File: src/tq_pkg.sv
// data cache transaction queue package
// sizes, field types, state encodings and port bundles of the queue
`default_nettype none

package tq_pkg;

    // ==============================
    // sizes and address layout
    // ==============================
    localparam int NUM_TQ_ENTRY    = 4;
    localparam int WORDS_IN_CL     = 4;
    localparam int WORD_W          = 32;
    localparam int ADDR_W          = 20;
    localparam int LSB_WORD_OFFSET = 2;                 // bits 1..0 are the byte offset
    localparam int MSB_WORD_OFFSET = 3;
    localparam int LSB_CL_ADDR     = 4;
    localparam int MSB_CL_ADDR     = ADDR_W - 1;
    localparam int TQ_ID_W         = $clog2(NUM_TQ_ENTRY);
    localparam int REG_ID_W        = 5;
    localparam int CNT_W           = $clog2(NUM_TQ_ENTRY + 1); // 0..NUM_TQ_ENTRY

    typedef logic [WORD_W-1:0]                      t_word;
    typedef logic [WORDS_IN_CL-1:0][WORD_W-1:0]     t_cl;     // word 0 in the low bits
    typedef logic [ADDR_W-1:0]                      t_address;
    typedef logic [MSB_CL_ADDR-LSB_CL_ADDR:0]       t_cl_address;
    typedef logic [MSB_WORD_OFFSET-LSB_WORD_OFFSET:0] t_word_offset;
    typedef logic [WORDS_IN_CL-1:0]                 t_word_mask;
    typedef logic [TQ_ID_W-1:0]                     t_tq_id;
    typedef logic [NUM_TQ_ENTRY-1:0]                t_entry_vec;
    typedef logic [REG_ID_W-1:0]                    t_reg_id;
    typedef logic [CNT_W-1:0]                       t_count;

    // ==============================
    // encodings
    // ==============================
    typedef enum logic [0:0] {RD_OP, WR_OP} t_opcode;
    typedef enum logic [1:0] {NO_LU, RD_LU, WR_LU, FILL_LU} t_lu_op;
    typedef enum logic [0:0] {HIT, MISS} t_lu_result;
    typedef enum logic [1:0] {S_IDLE, S_LU_CORE, S_MB_WAIT_FILL, S_MB_FILL_READY} t_tq_state;

    // ==============================
    // port bundles
    // ==============================
    typedef struct packed {
        logic     valid;
        t_opcode  opcode;
        t_address address;
        t_word    data;
        t_reg_id  reg_id;
    } t_core_req;

    typedef struct packed {
        logic     valid;
        t_word    data;
        t_address address;
        t_reg_id  reg_id;
    } t_core_rsp;

    typedef struct packed {
        logic   valid;
        t_tq_id tq_id;
        t_cl    cl_data;
    } t_fm_rsp;

    typedef struct packed {
        logic     valid;
        t_lu_op   lu_op;
        t_address address;
        t_word    data;             // core write word
        t_cl      cl_data;          // merged line, fill lookups only
        t_tq_id   tq_id;
        logic     mb_hit_cancel;    // write merged into an entry, no pipe response expected
        logic     rd_indication;
        logic     wr_indication;
        t_reg_id  reg_id;
    } t_lu_req;

    typedef struct packed {
        logic       valid;
        t_lu_op     lu_op;
        t_lu_result lu_result;
        t_tq_id     tq_id;
        t_address   address;
        t_cl        cl_data;
        logic       rd_indication;
        t_reg_id    reg_id;
    } t_lu_rsp;

    typedef struct packed {
        t_cl          cl_data;
        t_word_mask   mask;         // words written by the core
        t_cl_address  cl_address;
        t_word_offset word_offset;
        t_reg_id      reg_id;
        logic         rd_indication;
        logic         wr_indication;
    } t_mb_entry;

    // keep only the lowest set bit
    function automatic t_entry_vec first_one(t_entry_vec v);
        return v & (~v + t_entry_vec'(1));
    endfunction

    // one-hot to index, lowest bit wins
    function automatic t_tq_id encode(t_entry_vec v);
        t_tq_id id;
        id = '0;
        for (int i = NUM_TQ_ENTRY - 1; i >= 0; i--) begin
            if (v[i]) id = t_tq_id'(i);
        end
        return id;
    endfunction

endpackage

`default_nettype wire
File: src/d_cache_tq.sv
// data cache transaction queue
// four outstanding core transactions between the core and the cache lookup pipe
`default_nettype none

module d_cache_tq (
    input  wire                   clk,
    input  wire                   rst_n,
    // core side
    input  var tq_pkg::t_core_req core_req,
    output logic                  stall,
    output tq_pkg::t_core_rsp     core_rsp,
    // far memory
    input  var tq_pkg::t_fm_rsp   fm_rsp,
    // lookup pipe
    output tq_pkg::t_lu_req       lu_req_q1,
    input  var tq_pkg::t_lu_rsp   lu_rsp_q3
);
    import tq_pkg::*;

    t_entry_vec alloc_vec;
    t_entry_vec retire_vec;
    t_entry_vec fill_ready_vec;
    t_entry_vec merge_ok_vec;
    t_entry_vec fill_load_vec;
    t_entry_vec wr_hit_vec;
    t_entry_vec fill_grant_vec;
    t_entry_vec lu_hit_vec;
    t_entry_vec lu_miss_vec;
    t_mb_entry [NUM_TQ_ENTRY-1:0] mb_entries;

    tq_entry_fsm u_entry_fsm (
        .clk            (clk),
        .rst_n          (rst_n),
        .core_req       (core_req),
        .wr_hit_vec     (wr_hit_vec),
        .lu_hit_vec     (lu_hit_vec),
        .lu_miss_vec    (lu_miss_vec),
        .fill_grant_vec (fill_grant_vec),
        .fm_rsp         (fm_rsp),
        .alloc_vec      (alloc_vec),
        .retire_vec     (retire_vec),
        .fill_ready_vec (fill_ready_vec),
        .merge_ok_vec   (merge_ok_vec),
        .fill_load_vec  (fill_load_vec)
    );

    tq_occupancy u_occupancy (
        .clk        (clk),
        .rst_n      (rst_n),
        .alloc_vec  (alloc_vec),
        .retire_vec (retire_vec),
        .core_valid (core_req.valid),
        .stall      (stall)
    );

    tq_merge_buffer u_merge_buffer (
        .clk           (clk),
        .core_req      (core_req),
        .alloc_vec     (alloc_vec),
        .merge_ok_vec  (merge_ok_vec),
        .fill_load_vec (fill_load_vec),
        .fm_rsp        (fm_rsp),
        .wr_hit_vec    (wr_hit_vec),
        .mb_entries    (mb_entries)
    );

    tq_pipe_port u_pipe_port (
        .core_req       (core_req),
        .alloc_vec      (alloc_vec),
        .wr_hit_vec     (wr_hit_vec),
        .fill_ready_vec (fill_ready_vec),
        .mb_entries     (mb_entries),
        .lu_rsp_q3      (lu_rsp_q3),
        .lu_req_q1      (lu_req_q1),
        .fill_grant_vec (fill_grant_vec),
        .lu_hit_vec     (lu_hit_vec),
        .lu_miss_vec    (lu_miss_vec),
        .core_rsp       (core_rsp)
    );

endmodule

`default_nettype wire

File: src/tq_pipe_port.sv
// transaction queue pipe port
// lookup request mux, response decode into entry events, core read response
`default_nettype none

module tq_pipe_port (
    input  var tq_pkg::t_core_req  core_req,
    input  var tq_pkg::t_entry_vec alloc_vec,
    input  var tq_pkg::t_entry_vec wr_hit_vec,
    input  var tq_pkg::t_entry_vec fill_ready_vec,
    input  var tq_pkg::t_mb_entry [tq_pkg::NUM_TQ_ENTRY-1:0] mb_entries,
    input  var tq_pkg::t_lu_rsp    lu_rsp_q3,
    output tq_pkg::t_lu_req        lu_req_q1,
    output tq_pkg::t_entry_vec     fill_grant_vec,
    output tq_pkg::t_entry_vec     lu_hit_vec,
    output tq_pkg::t_entry_vec     lu_miss_vec,
    output tq_pkg::t_core_rsp      core_rsp
);
    import tq_pkg::*;

    logic   wr_hit_any;
    t_tq_id fill_id;
    logic   core_lu_rsp;   // rd or wr lookup answer
    logic   rd_hit_rsp;
    logic   fill_rd_rsp;

    assign wr_hit_any = |wr_hit_vec;

    // fills only use cycles the core leaves empty
    assign fill_grant_vec = core_req.valid ? '0 : first_one(fill_ready_vec);
    assign fill_id        = encode(fill_grant_vec);

    // ==============================
    // lookup request q1
    // ==============================
    always_comb begin
        lu_req_q1 = '0;
        if (core_req.valid) begin
            lu_req_q1.valid         = 1'b1;
            lu_req_q1.lu_op         = (core_req.opcode == WR_OP) ? WR_LU : RD_LU;
            lu_req_q1.address       = core_req.address;
            lu_req_q1.data          = core_req.data;
            lu_req_q1.tq_id         = wr_hit_any ? encode(wr_hit_vec) : encode(alloc_vec);
            lu_req_q1.mb_hit_cancel = wr_hit_any;     // pipe drops it, the merge entry owns it
            lu_req_q1.rd_indication = (core_req.opcode == RD_OP);
            lu_req_q1.wr_indication = (core_req.opcode == WR_OP);
            lu_req_q1.reg_id        = core_req.reg_id;
        end else if (|fill_grant_vec) begin
            lu_req_q1.valid         = 1'b1;
            lu_req_q1.lu_op         = FILL_LU;
            lu_req_q1.address       = {mb_entries[fill_id].cl_address,
                                       mb_entries[fill_id].word_offset, 2'b00};
            lu_req_q1.cl_data       = mb_entries[fill_id].cl_data;
            lu_req_q1.tq_id         = fill_id;
            lu_req_q1.rd_indication = mb_entries[fill_id].rd_indication;
            lu_req_q1.wr_indication = mb_entries[fill_id].wr_indication;
            lu_req_q1.reg_id        = mb_entries[fill_id].reg_id;
        end
    end

    // ==============================
    // lookup response q3
    // ==============================
    assign core_lu_rsp = lu_rsp_q3.valid
                         && ((lu_rsp_q3.lu_op == RD_LU) || (lu_rsp_q3.lu_op == WR_LU));

    always_comb begin
        for (int i = 0; i < NUM_TQ_ENTRY; i++) begin
            lu_hit_vec[i]  = core_lu_rsp && (lu_rsp_q3.tq_id == t_tq_id'(i))
                             && (lu_rsp_q3.lu_result == HIT);
            lu_miss_vec[i] = core_lu_rsp && (lu_rsp_q3.tq_id == t_tq_id'(i))
                             && (lu_rsp_q3.lu_result == MISS);
        end
    end

    assign rd_hit_rsp  = core_lu_rsp && (lu_rsp_q3.lu_op == RD_LU) && (lu_rsp_q3.lu_result == HIT);
    assign fill_rd_rsp = lu_rsp_q3.valid && (lu_rsp_q3.lu_op == FILL_LU)
                         && lu_rsp_q3.rd_indication;     // read miss finally served

    assign core_rsp.valid   = rd_hit_rsp || fill_rd_rsp;
    assign core_rsp.data    = lu_rsp_q3.cl_data[lu_rsp_q3.address[MSB_WORD_OFFSET:LSB_WORD_OFFSET]];
    assign core_rsp.address = lu_rsp_q3.address;
    assign core_rsp.reg_id  = lu_rsp_q3.reg_id;

endmodule

`default_nettype wire

File: src/tq_merge_buffer.sv
// transaction queue merge buffer
// per-entry line data, written-word mask and request fields, write-merge detect
`default_nettype none

module tq_merge_buffer (
    input  wire                    clk,
    input  var tq_pkg::t_core_req  core_req,
    input  var tq_pkg::t_entry_vec alloc_vec,
    input  var tq_pkg::t_entry_vec merge_ok_vec,
    input  var tq_pkg::t_entry_vec fill_load_vec,
    input  var tq_pkg::t_fm_rsp    fm_rsp,
    output tq_pkg::t_entry_vec     wr_hit_vec,
    output tq_pkg::t_mb_entry [tq_pkg::NUM_TQ_ENTRY-1:0] mb_entries
);
    import tq_pkg::*;

    t_mb_entry [NUM_TQ_ENTRY-1:0] mb_nxt;
    t_entry_vec   wr_match_vec;
    t_cl_address  req_cl_address;
    t_word_offset req_offset;
    logic         req_wr;

    assign req_cl_address = core_req.address[MSB_CL_ADDR:LSB_CL_ADDR];
    assign req_offset     = core_req.address[MSB_WORD_OFFSET:LSB_WORD_OFFSET];
    assign req_wr         = core_req.valid && (core_req.opcode == WR_OP);

    // ==============================
    // write merge detect
    // ==============================
    always_comb begin
        for (int i = 0; i < NUM_TQ_ENTRY; i++) begin
            wr_match_vec[i] = req_wr
                              && (mb_entries[i].cl_address == req_cl_address)
                              && !mb_entries[i].rd_indication   // read entries never take merges
                              && merge_ok_vec[i];
        end
    end

    // two write entries can own the same line, merge into the lowest one
    assign wr_hit_vec = first_one(wr_match_vec);

    // ==============================
    // entry update
    // ==============================
    always_comb begin
        for (int i = 0; i < NUM_TQ_ENTRY; i++) begin
            mb_nxt[i] = mb_entries[i];
            if (alloc_vec[i]) begin
                mb_nxt[i].cl_address    = req_cl_address;
                mb_nxt[i].word_offset   = req_offset;
                mb_nxt[i].reg_id        = core_req.reg_id;
                mb_nxt[i].rd_indication = (core_req.opcode == RD_OP);
                mb_nxt[i].wr_indication = (core_req.opcode == WR_OP);
                mb_nxt[i].mask          = '0;          // fresh line, nothing written yet
            end
            if ((alloc_vec[i] && req_wr) || wr_hit_vec[i]) begin
                mb_nxt[i].cl_data[req_offset] = core_req.data;
                mb_nxt[i].mask[req_offset]    = 1'b1;
            end
            // fill goes under the updated mask so a same-cycle write survives
            if (fill_load_vec[i]) begin
                for (int w = 0; w < WORDS_IN_CL; w++) begin
                    if (!mb_nxt[i].mask[w]) mb_nxt[i].cl_data[w] = fm_rsp.cl_data[w];
                end
            end
        end
    end

    always_ff @(posedge clk) begin
        mb_entries <= mb_nxt;
    end

endmodule

`default_nettype wire

File: src/tq_occupancy.sv
// transaction queue occupancy
// registered busy-entry count, stall once at most one entry is left free
`default_nettype none

module tq_occupancy (
    input  wire                    clk,
    input  wire                    rst_n,
    input  var tq_pkg::t_entry_vec alloc_vec,
    input  var tq_pkg::t_entry_vec retire_vec,
    input  wire                    core_valid,
    output logic                   stall
);
    import tq_pkg::*;

    t_count count;
    t_count count_nxt;

    // retire may carry a hit and a fill grant in the same cycle
    assign count_nxt = count + t_count'($countones(alloc_vec))
                             - t_count'($countones(retire_vec));

    always_ff @(posedge clk) begin
        if (!rst_n) count <= '0;
        else        count <= count_nxt;
    end

    assign stall = (count >= t_count'(NUM_TQ_ENTRY - 1));

    a_count_range: assert property (@(posedge clk) disable iff (!rst_n)
        count <= t_count'(NUM_TQ_ENTRY));

    // core side must hold off while stalled
    a_no_req_on_stall: assert property (@(posedge clk) disable iff (!rst_n)
        stall |-> !core_valid);

endmodule

`default_nettype wire

File: src/tq_entry_fsm.sv
// transaction queue entry control
// one state machine per entry, lowest-free allocation and fill arrival decode
`default_nettype none

module tq_entry_fsm (
    input  wire                   clk,
    input  wire                   rst_n,
    input  var tq_pkg::t_core_req  core_req,
    input  var tq_pkg::t_entry_vec wr_hit_vec,
    input  var tq_pkg::t_entry_vec lu_hit_vec,
    input  var tq_pkg::t_entry_vec lu_miss_vec,
    input  var tq_pkg::t_entry_vec fill_grant_vec,
    input  var tq_pkg::t_fm_rsp    fm_rsp,
    output tq_pkg::t_entry_vec     alloc_vec,
    output tq_pkg::t_entry_vec     retire_vec,
    output tq_pkg::t_entry_vec     fill_ready_vec,
    output tq_pkg::t_entry_vec     merge_ok_vec,
    output tq_pkg::t_entry_vec     fill_load_vec
);
    import tq_pkg::*;

    t_tq_state  state     [NUM_TQ_ENTRY];
    t_tq_state  state_nxt [NUM_TQ_ENTRY];
    t_entry_vec idle_vec;
    t_entry_vec lu_core_vec;
    t_entry_vec wait_fill_vec;

    always_comb begin
        for (int i = 0; i < NUM_TQ_ENTRY; i++) begin
            idle_vec[i]       = (state[i] == S_IDLE);
            lu_core_vec[i]    = (state[i] == S_LU_CORE);
            wait_fill_vec[i]  = (state[i] == S_MB_WAIT_FILL);
            fill_ready_vec[i] = (state[i] == S_MB_FILL_READY);
            fill_load_vec[i]  = wait_fill_vec[i] && fm_rsp.valid
                                && (fm_rsp.tq_id == t_tq_id'(i)); // fill for this entry
        end
    end

    // a merging write reuses its entry, no new allocation
    assign alloc_vec    = (core_req.valid && !(|wr_hit_vec)) ? first_one(idle_vec) : '0;
    assign merge_ok_vec = wait_fill_vec | fill_ready_vec;  // line already owned by memory request
    assign retire_vec   = (lu_core_vec & lu_hit_vec) | (fill_ready_vec & fill_grant_vec);

    // ==============================
    // next state
    // ==============================
    always_comb begin
        for (int i = 0; i < NUM_TQ_ENTRY; i++) begin
            state_nxt[i] = state[i];
            unique case (state[i])
                S_IDLE:          if (alloc_vec[i]) state_nxt[i] = S_LU_CORE;
                S_LU_CORE: begin
                    if (lu_hit_vec[i])       state_nxt[i] = S_IDLE;          // done
                    else if (lu_miss_vec[i]) state_nxt[i] = S_MB_WAIT_FILL;  // go to far memory
                end
                S_MB_WAIT_FILL:  if (fill_load_vec[i])  state_nxt[i] = S_MB_FILL_READY;
                S_MB_FILL_READY: if (fill_grant_vec[i]) state_nxt[i] = S_IDLE;
                default:         state_nxt[i] = S_IDLE;
            endcase
        end
    end

    always_ff @(posedge clk) begin
        for (int i = 0; i < NUM_TQ_ENTRY; i++) begin
            if (!rst_n) state[i] <= S_IDLE;
            else        state[i] <= state_nxt[i];
        end
    end

    // pipe port grants only entries this block reports as fill-ready
    a_grant_fill_ready: assert property (@(posedge clk) disable iff (!rst_n)
        (fill_grant_vec & ~fill_ready_vec) == '0);

    // pipe responses only come back for entries still waiting on a core lookup
    a_rsp_in_lookup: assert property (@(posedge clk) disable iff (!rst_n)
        ((lu_hit_vec | lu_miss_vec) & ~lu_core_vec) == '0);

endmodule

`default_nettype wire

File: config.mk
export PLATFORM = sky130hd
export DESIGN_NAME = d_cache_tq
export DESIGN_NICKNAME = d
export VERILOG_FILES = /design/src/tq_pkg.sv /design/src/d_cache_tq.sv /design/src/tq_pipe_port.sv /design/src/tq_merge_buffer.sv /design/src/tq_occupancy.sv /design/src/tq_entry_fsm.sv
export SDC_FILE = /design/constraint.sdc
export NUM_CORES = 2
export LEC_CHECK = 0
export BUFFER_PORTS_ARGS = -buffer_cell sky130_fd_sc_hd__buf_4
export CORE_ASPECT_RATIO = 0.9
export CORE_MARGIN = 4
export CORE_UTILIZATION = 34
export DETAILED_ROUTE_END_ITERATION = 12
export PLACE_DENSITY = 0.56
export SLEW_MARGIN = 20
export SYNTH_ARGS = -nofsm -noshare
export SYNTH_HDL_FRONTEND = slang
export SYNTH_HIERARCHICAL = 1
export SYNTH_SLANG_ARGS = --single-unit
File: constraint.sdc
create_clock -name clk -period 11.1 [get_ports clk]
set_clock_uncertainty 0.2 [all_clocks]
set_input_delay 2.22 -clock clk [delete_from_list [all_inputs] [get_ports clk]]
set_output_delay 2.22 -clock clk [all_outputs]
set_load 0.01 [all_outputs]
==> run metrics <==
First-pass DRT Iterations 6; post-synthesis cell area 33100 um^2; via count between 20000 and 30000; setup TNS 0 ps; Finished Layout Cells 5014; vias in the first global route 26500; die area 102000 um^2; fin crit share 0.851; clock tree buffer depth 3; CP most frequent cell nor3_1; R2R Path Start u_entry_fsm/state[0][0]; pwr/cell area approximately 170 nW/um^2; clock sink count 639; CTS tree yes; HP Start u_merge_buffer/mb_entries[496]; chip height 304 um; worst-path cell chain clkbuf_8 > nand2_1 > nor4b_1 > nand4_2 > o211ai_1 > inv_1 > or4b_1 > nor3_4 > nor2_1 > nor3_1 > nor3_1 > o41ai_1 > buf_4; First DRT Iteration DRCs ~2400; Ys Warns 6; drt wl/cell 25.2 um; dpl hpwl between 70000 and 80000 um; Die X 337 um; CP Max Fanout between 90 and 100; Max Clk Rate 106 MHz; ANT nets after route 0; RSZ-0062 raised after global routing no; Finished Cell Area ~40000 um^2; clock latency at the later pin of the worst-skew pair around 630 ps; Reg-to-Reg End u_occupancy/count[2]; Inserted Clock Buffers 75; syn nets 3697; clk slew on worst S/H paths roughly 60 ps; fin nets 4061; fin. max-slew vios 0; worst stage delay on the critical path a little under 800 ps; Seq/Total Area, Yosys 0.417; root buf cell clkbuf_16; commonest non-fill, non-tap cell in the layout buf_4; vias per inst 5.47; Crit. End Element primary output; Post-CTS Setup Inserts 0; pin count of the biggest net entering global routing about 130; Synth async-reset ratio 0; placed cells just under 5000; Total Wirelength ~130000 um; number of max-cap violations 0; Post-synth EDFFs 100; Post-CTS Resized 0; Hold Buf Count CTS 0; min setup slack post-route roughly 1700 ps; overall global routing resource usage 0.235; min-delay worst type flip-flop to flip-flop; Final Setup Violations 0; Min Clock Period, post-route 9440 ps; Hold Path Sink u_merge_buffer/mb_entries[496]; WP buf/inv 3; crit path kind input pin to primary output; pre-CTS WS approximately 1600 ps; Final Hold Violating Endpoints 0; Hold Crit Depth 2; #FFs+latches synth 639; I/O pin cnt 604; Avg Cell Area, Syn ~10 um^2; GP Congestion 0.786; leading register cell type out of synthesis dfxtp_1; total congestion overflow 0; synth unique cells 76; FF-to-FF setup slack 4210 ps; cell family with the largest share of critical-path delay simple AND/OR/NAND/NOR gates; Area Growth Syn to Fin 22.1%; Worst slew margin 0.254; P_leak 19.0 nW; starting density of the core 0.343; most frequent cells in the layout buf_4 (603), dfxtp_1 (539), mux2i_1 (515); WP data required 8680 ps; first-pass GRT wire length 181000 um; Post-route DRC 0; Max IR drop VDD just over 100 uV; IO buf count 557; hold_ws approximately 280 ps; CTS H-tree lvls 3; Rows 108; gate count of the mapped netlist 3314; antenna violations before repair 24; status completed; share of layout cells above drive strength 1 0.286; Critical Path AT about 7000 ps; Reg2Reg Depth 20; core area 96500 um^2; placed inst area 37900 um^2; Worst path slowest cell o211ai_1; Worst Max-Slew Pin Slew 1120 ps; Worst setup SP type input pin
[per-stage QoR]
stage | utilization | power, mW
CTS | 0.418 | 7.12
floorplan | - | 4.14
global route | 0.419 | 7.44
finish | 0.419 | 7.06
global placement | 0.393 | 4.57
detailed placement | 0.393 | 4.61
[worst max path at each step]
stage / startpoint / endpoint / slack [ps] / cells past startpoint
finish: core_req[58] / lu_req_q1[9] / 1660 / 13
global route: core_req[58] / lu_req_q1[9] / 1320 / 13
CTS: core_req[58] / lu_req_q1[9] / 1590 / 13
detailed placement: core_req[58] / lu_req_q1[9] / 1600 / 13
global placement: core_req[58] / lu_req_q1[9] / 1660 / 13
floorplan: core_req[48] / lu_req_q1[8] / 1290 / 11
[power breakdown]
group / total [mW] / switching, mW / internal [mW]
Sequential: 3.27 / 0.297 / 2.97
Combinational: 1.30 / 0.643 / 0.658
Clock: 2.49 / 1.03 / 1.46
Total: 7.06 / 1.97 / 5.09
[registers in the layout (all words and copies together), names as in the netlist, named ones only]
signal and cells:
u_merge_buffer/mb_entries 628, u_entry_fsm/state 4, u_occupancy/count 3
[area by class of cell]
cell class | count | area (um^2)
Antenna cell | 14 | 35.0
Clock buffer | 111 | 2220
Clock inverter | 23 | 230
Fill cell | 9468 | 56100
Inverter | 33 | 124
Multi-Input combinational cell | 2323 | 17800
Sequential cell | 639 | 13800
Tap cell | 1265 | 1580
Timing Repair Buffer | 606 | 4580
[cell usage after synthesis, types with 3 or more instances]
master	instances	area (um^2)
a32o_1	14	140
o21ai_0	283	1420
a21oi_1	153	766
nor3b_1	3	22.5
clkbuf_2	12	60.1
or2_2	5	31.3
a22o_1	5	43.8
ha_1	26	325
nand2_4	4	45.0
nor2_1	159	597
a311oi_1	3	26.3
nor4b_1	4	35.0
o31ai_1	3	22.5
buf_6	14	158
mux4_2	32	721
buf_1	7	26.3
nand3b_1	3	22.5
nand4_1	8	50.1
a22oi_1	128	961
nor4_1	10	62.6
nand2_1	188	706
o311ai_0	8	70.1
inv_1	33	124
nand2b_1	42	263
nand3_1	134	671
mux2i_1	515	5150
xnor2_1	33	289
buf_4	39	293
buf_2	61	305
dfxtp_1	539	10800
a221oi_1	4	35.0
mux2_2	247	2780
and2_1	48	300
xor2_1	33	289
o22ai_1	128	801
nor2b_1	17	106
a221o_1	14	140
a21boi_0	4	30.0
fa_1	5	100
mux2_4	9	135
clkbuf_1	186	698
edfxtp_1	100	3000
nor3_1	9	45.0
[cells by family after synthesis]
kind of cell             synth area share
multiplexers                        0.266
AO/OA/AOI/OAI                       0.142
AND/OR/NAND/NOR                    0.0940
flip-flops                          0.417
buffers and inverters              0.0503
XOR/XNOR                           0.0181
adder cells (fa/ha/maj)            0.0129
[worst reg2reg max path, cell delays in order, from the launching register on]
cell	delay (ps)
dfxtp_1	370
inv_1	130
ha_1	220
or2_2	160
nor4b_1	310
nand4_2	240
o211ai_1	780
inv_1	370
or4b_1	600
nor3_4	540
buf_4	430
ha_1	340
fa_1	510
inv_1	50
fa_1	500
inv_1	50
fa_1	350
ha_1	210
xor2_1	150
xnor2_1	120
and2_1	150
[layer usage]
layer / vias to the layer above / share of wire / track usage
met4: 12 / 0.030 / 0.0732
li1: 12900 / - / -
met5: - / 0.00065 / 0
met2: 995 / 0.47 / 0.387
met3: 185 / 0.074 / 0.0507
met1: 13400 / 0.43 / 0.307
No activity file was read; power rests on OpenSTA's default activity.
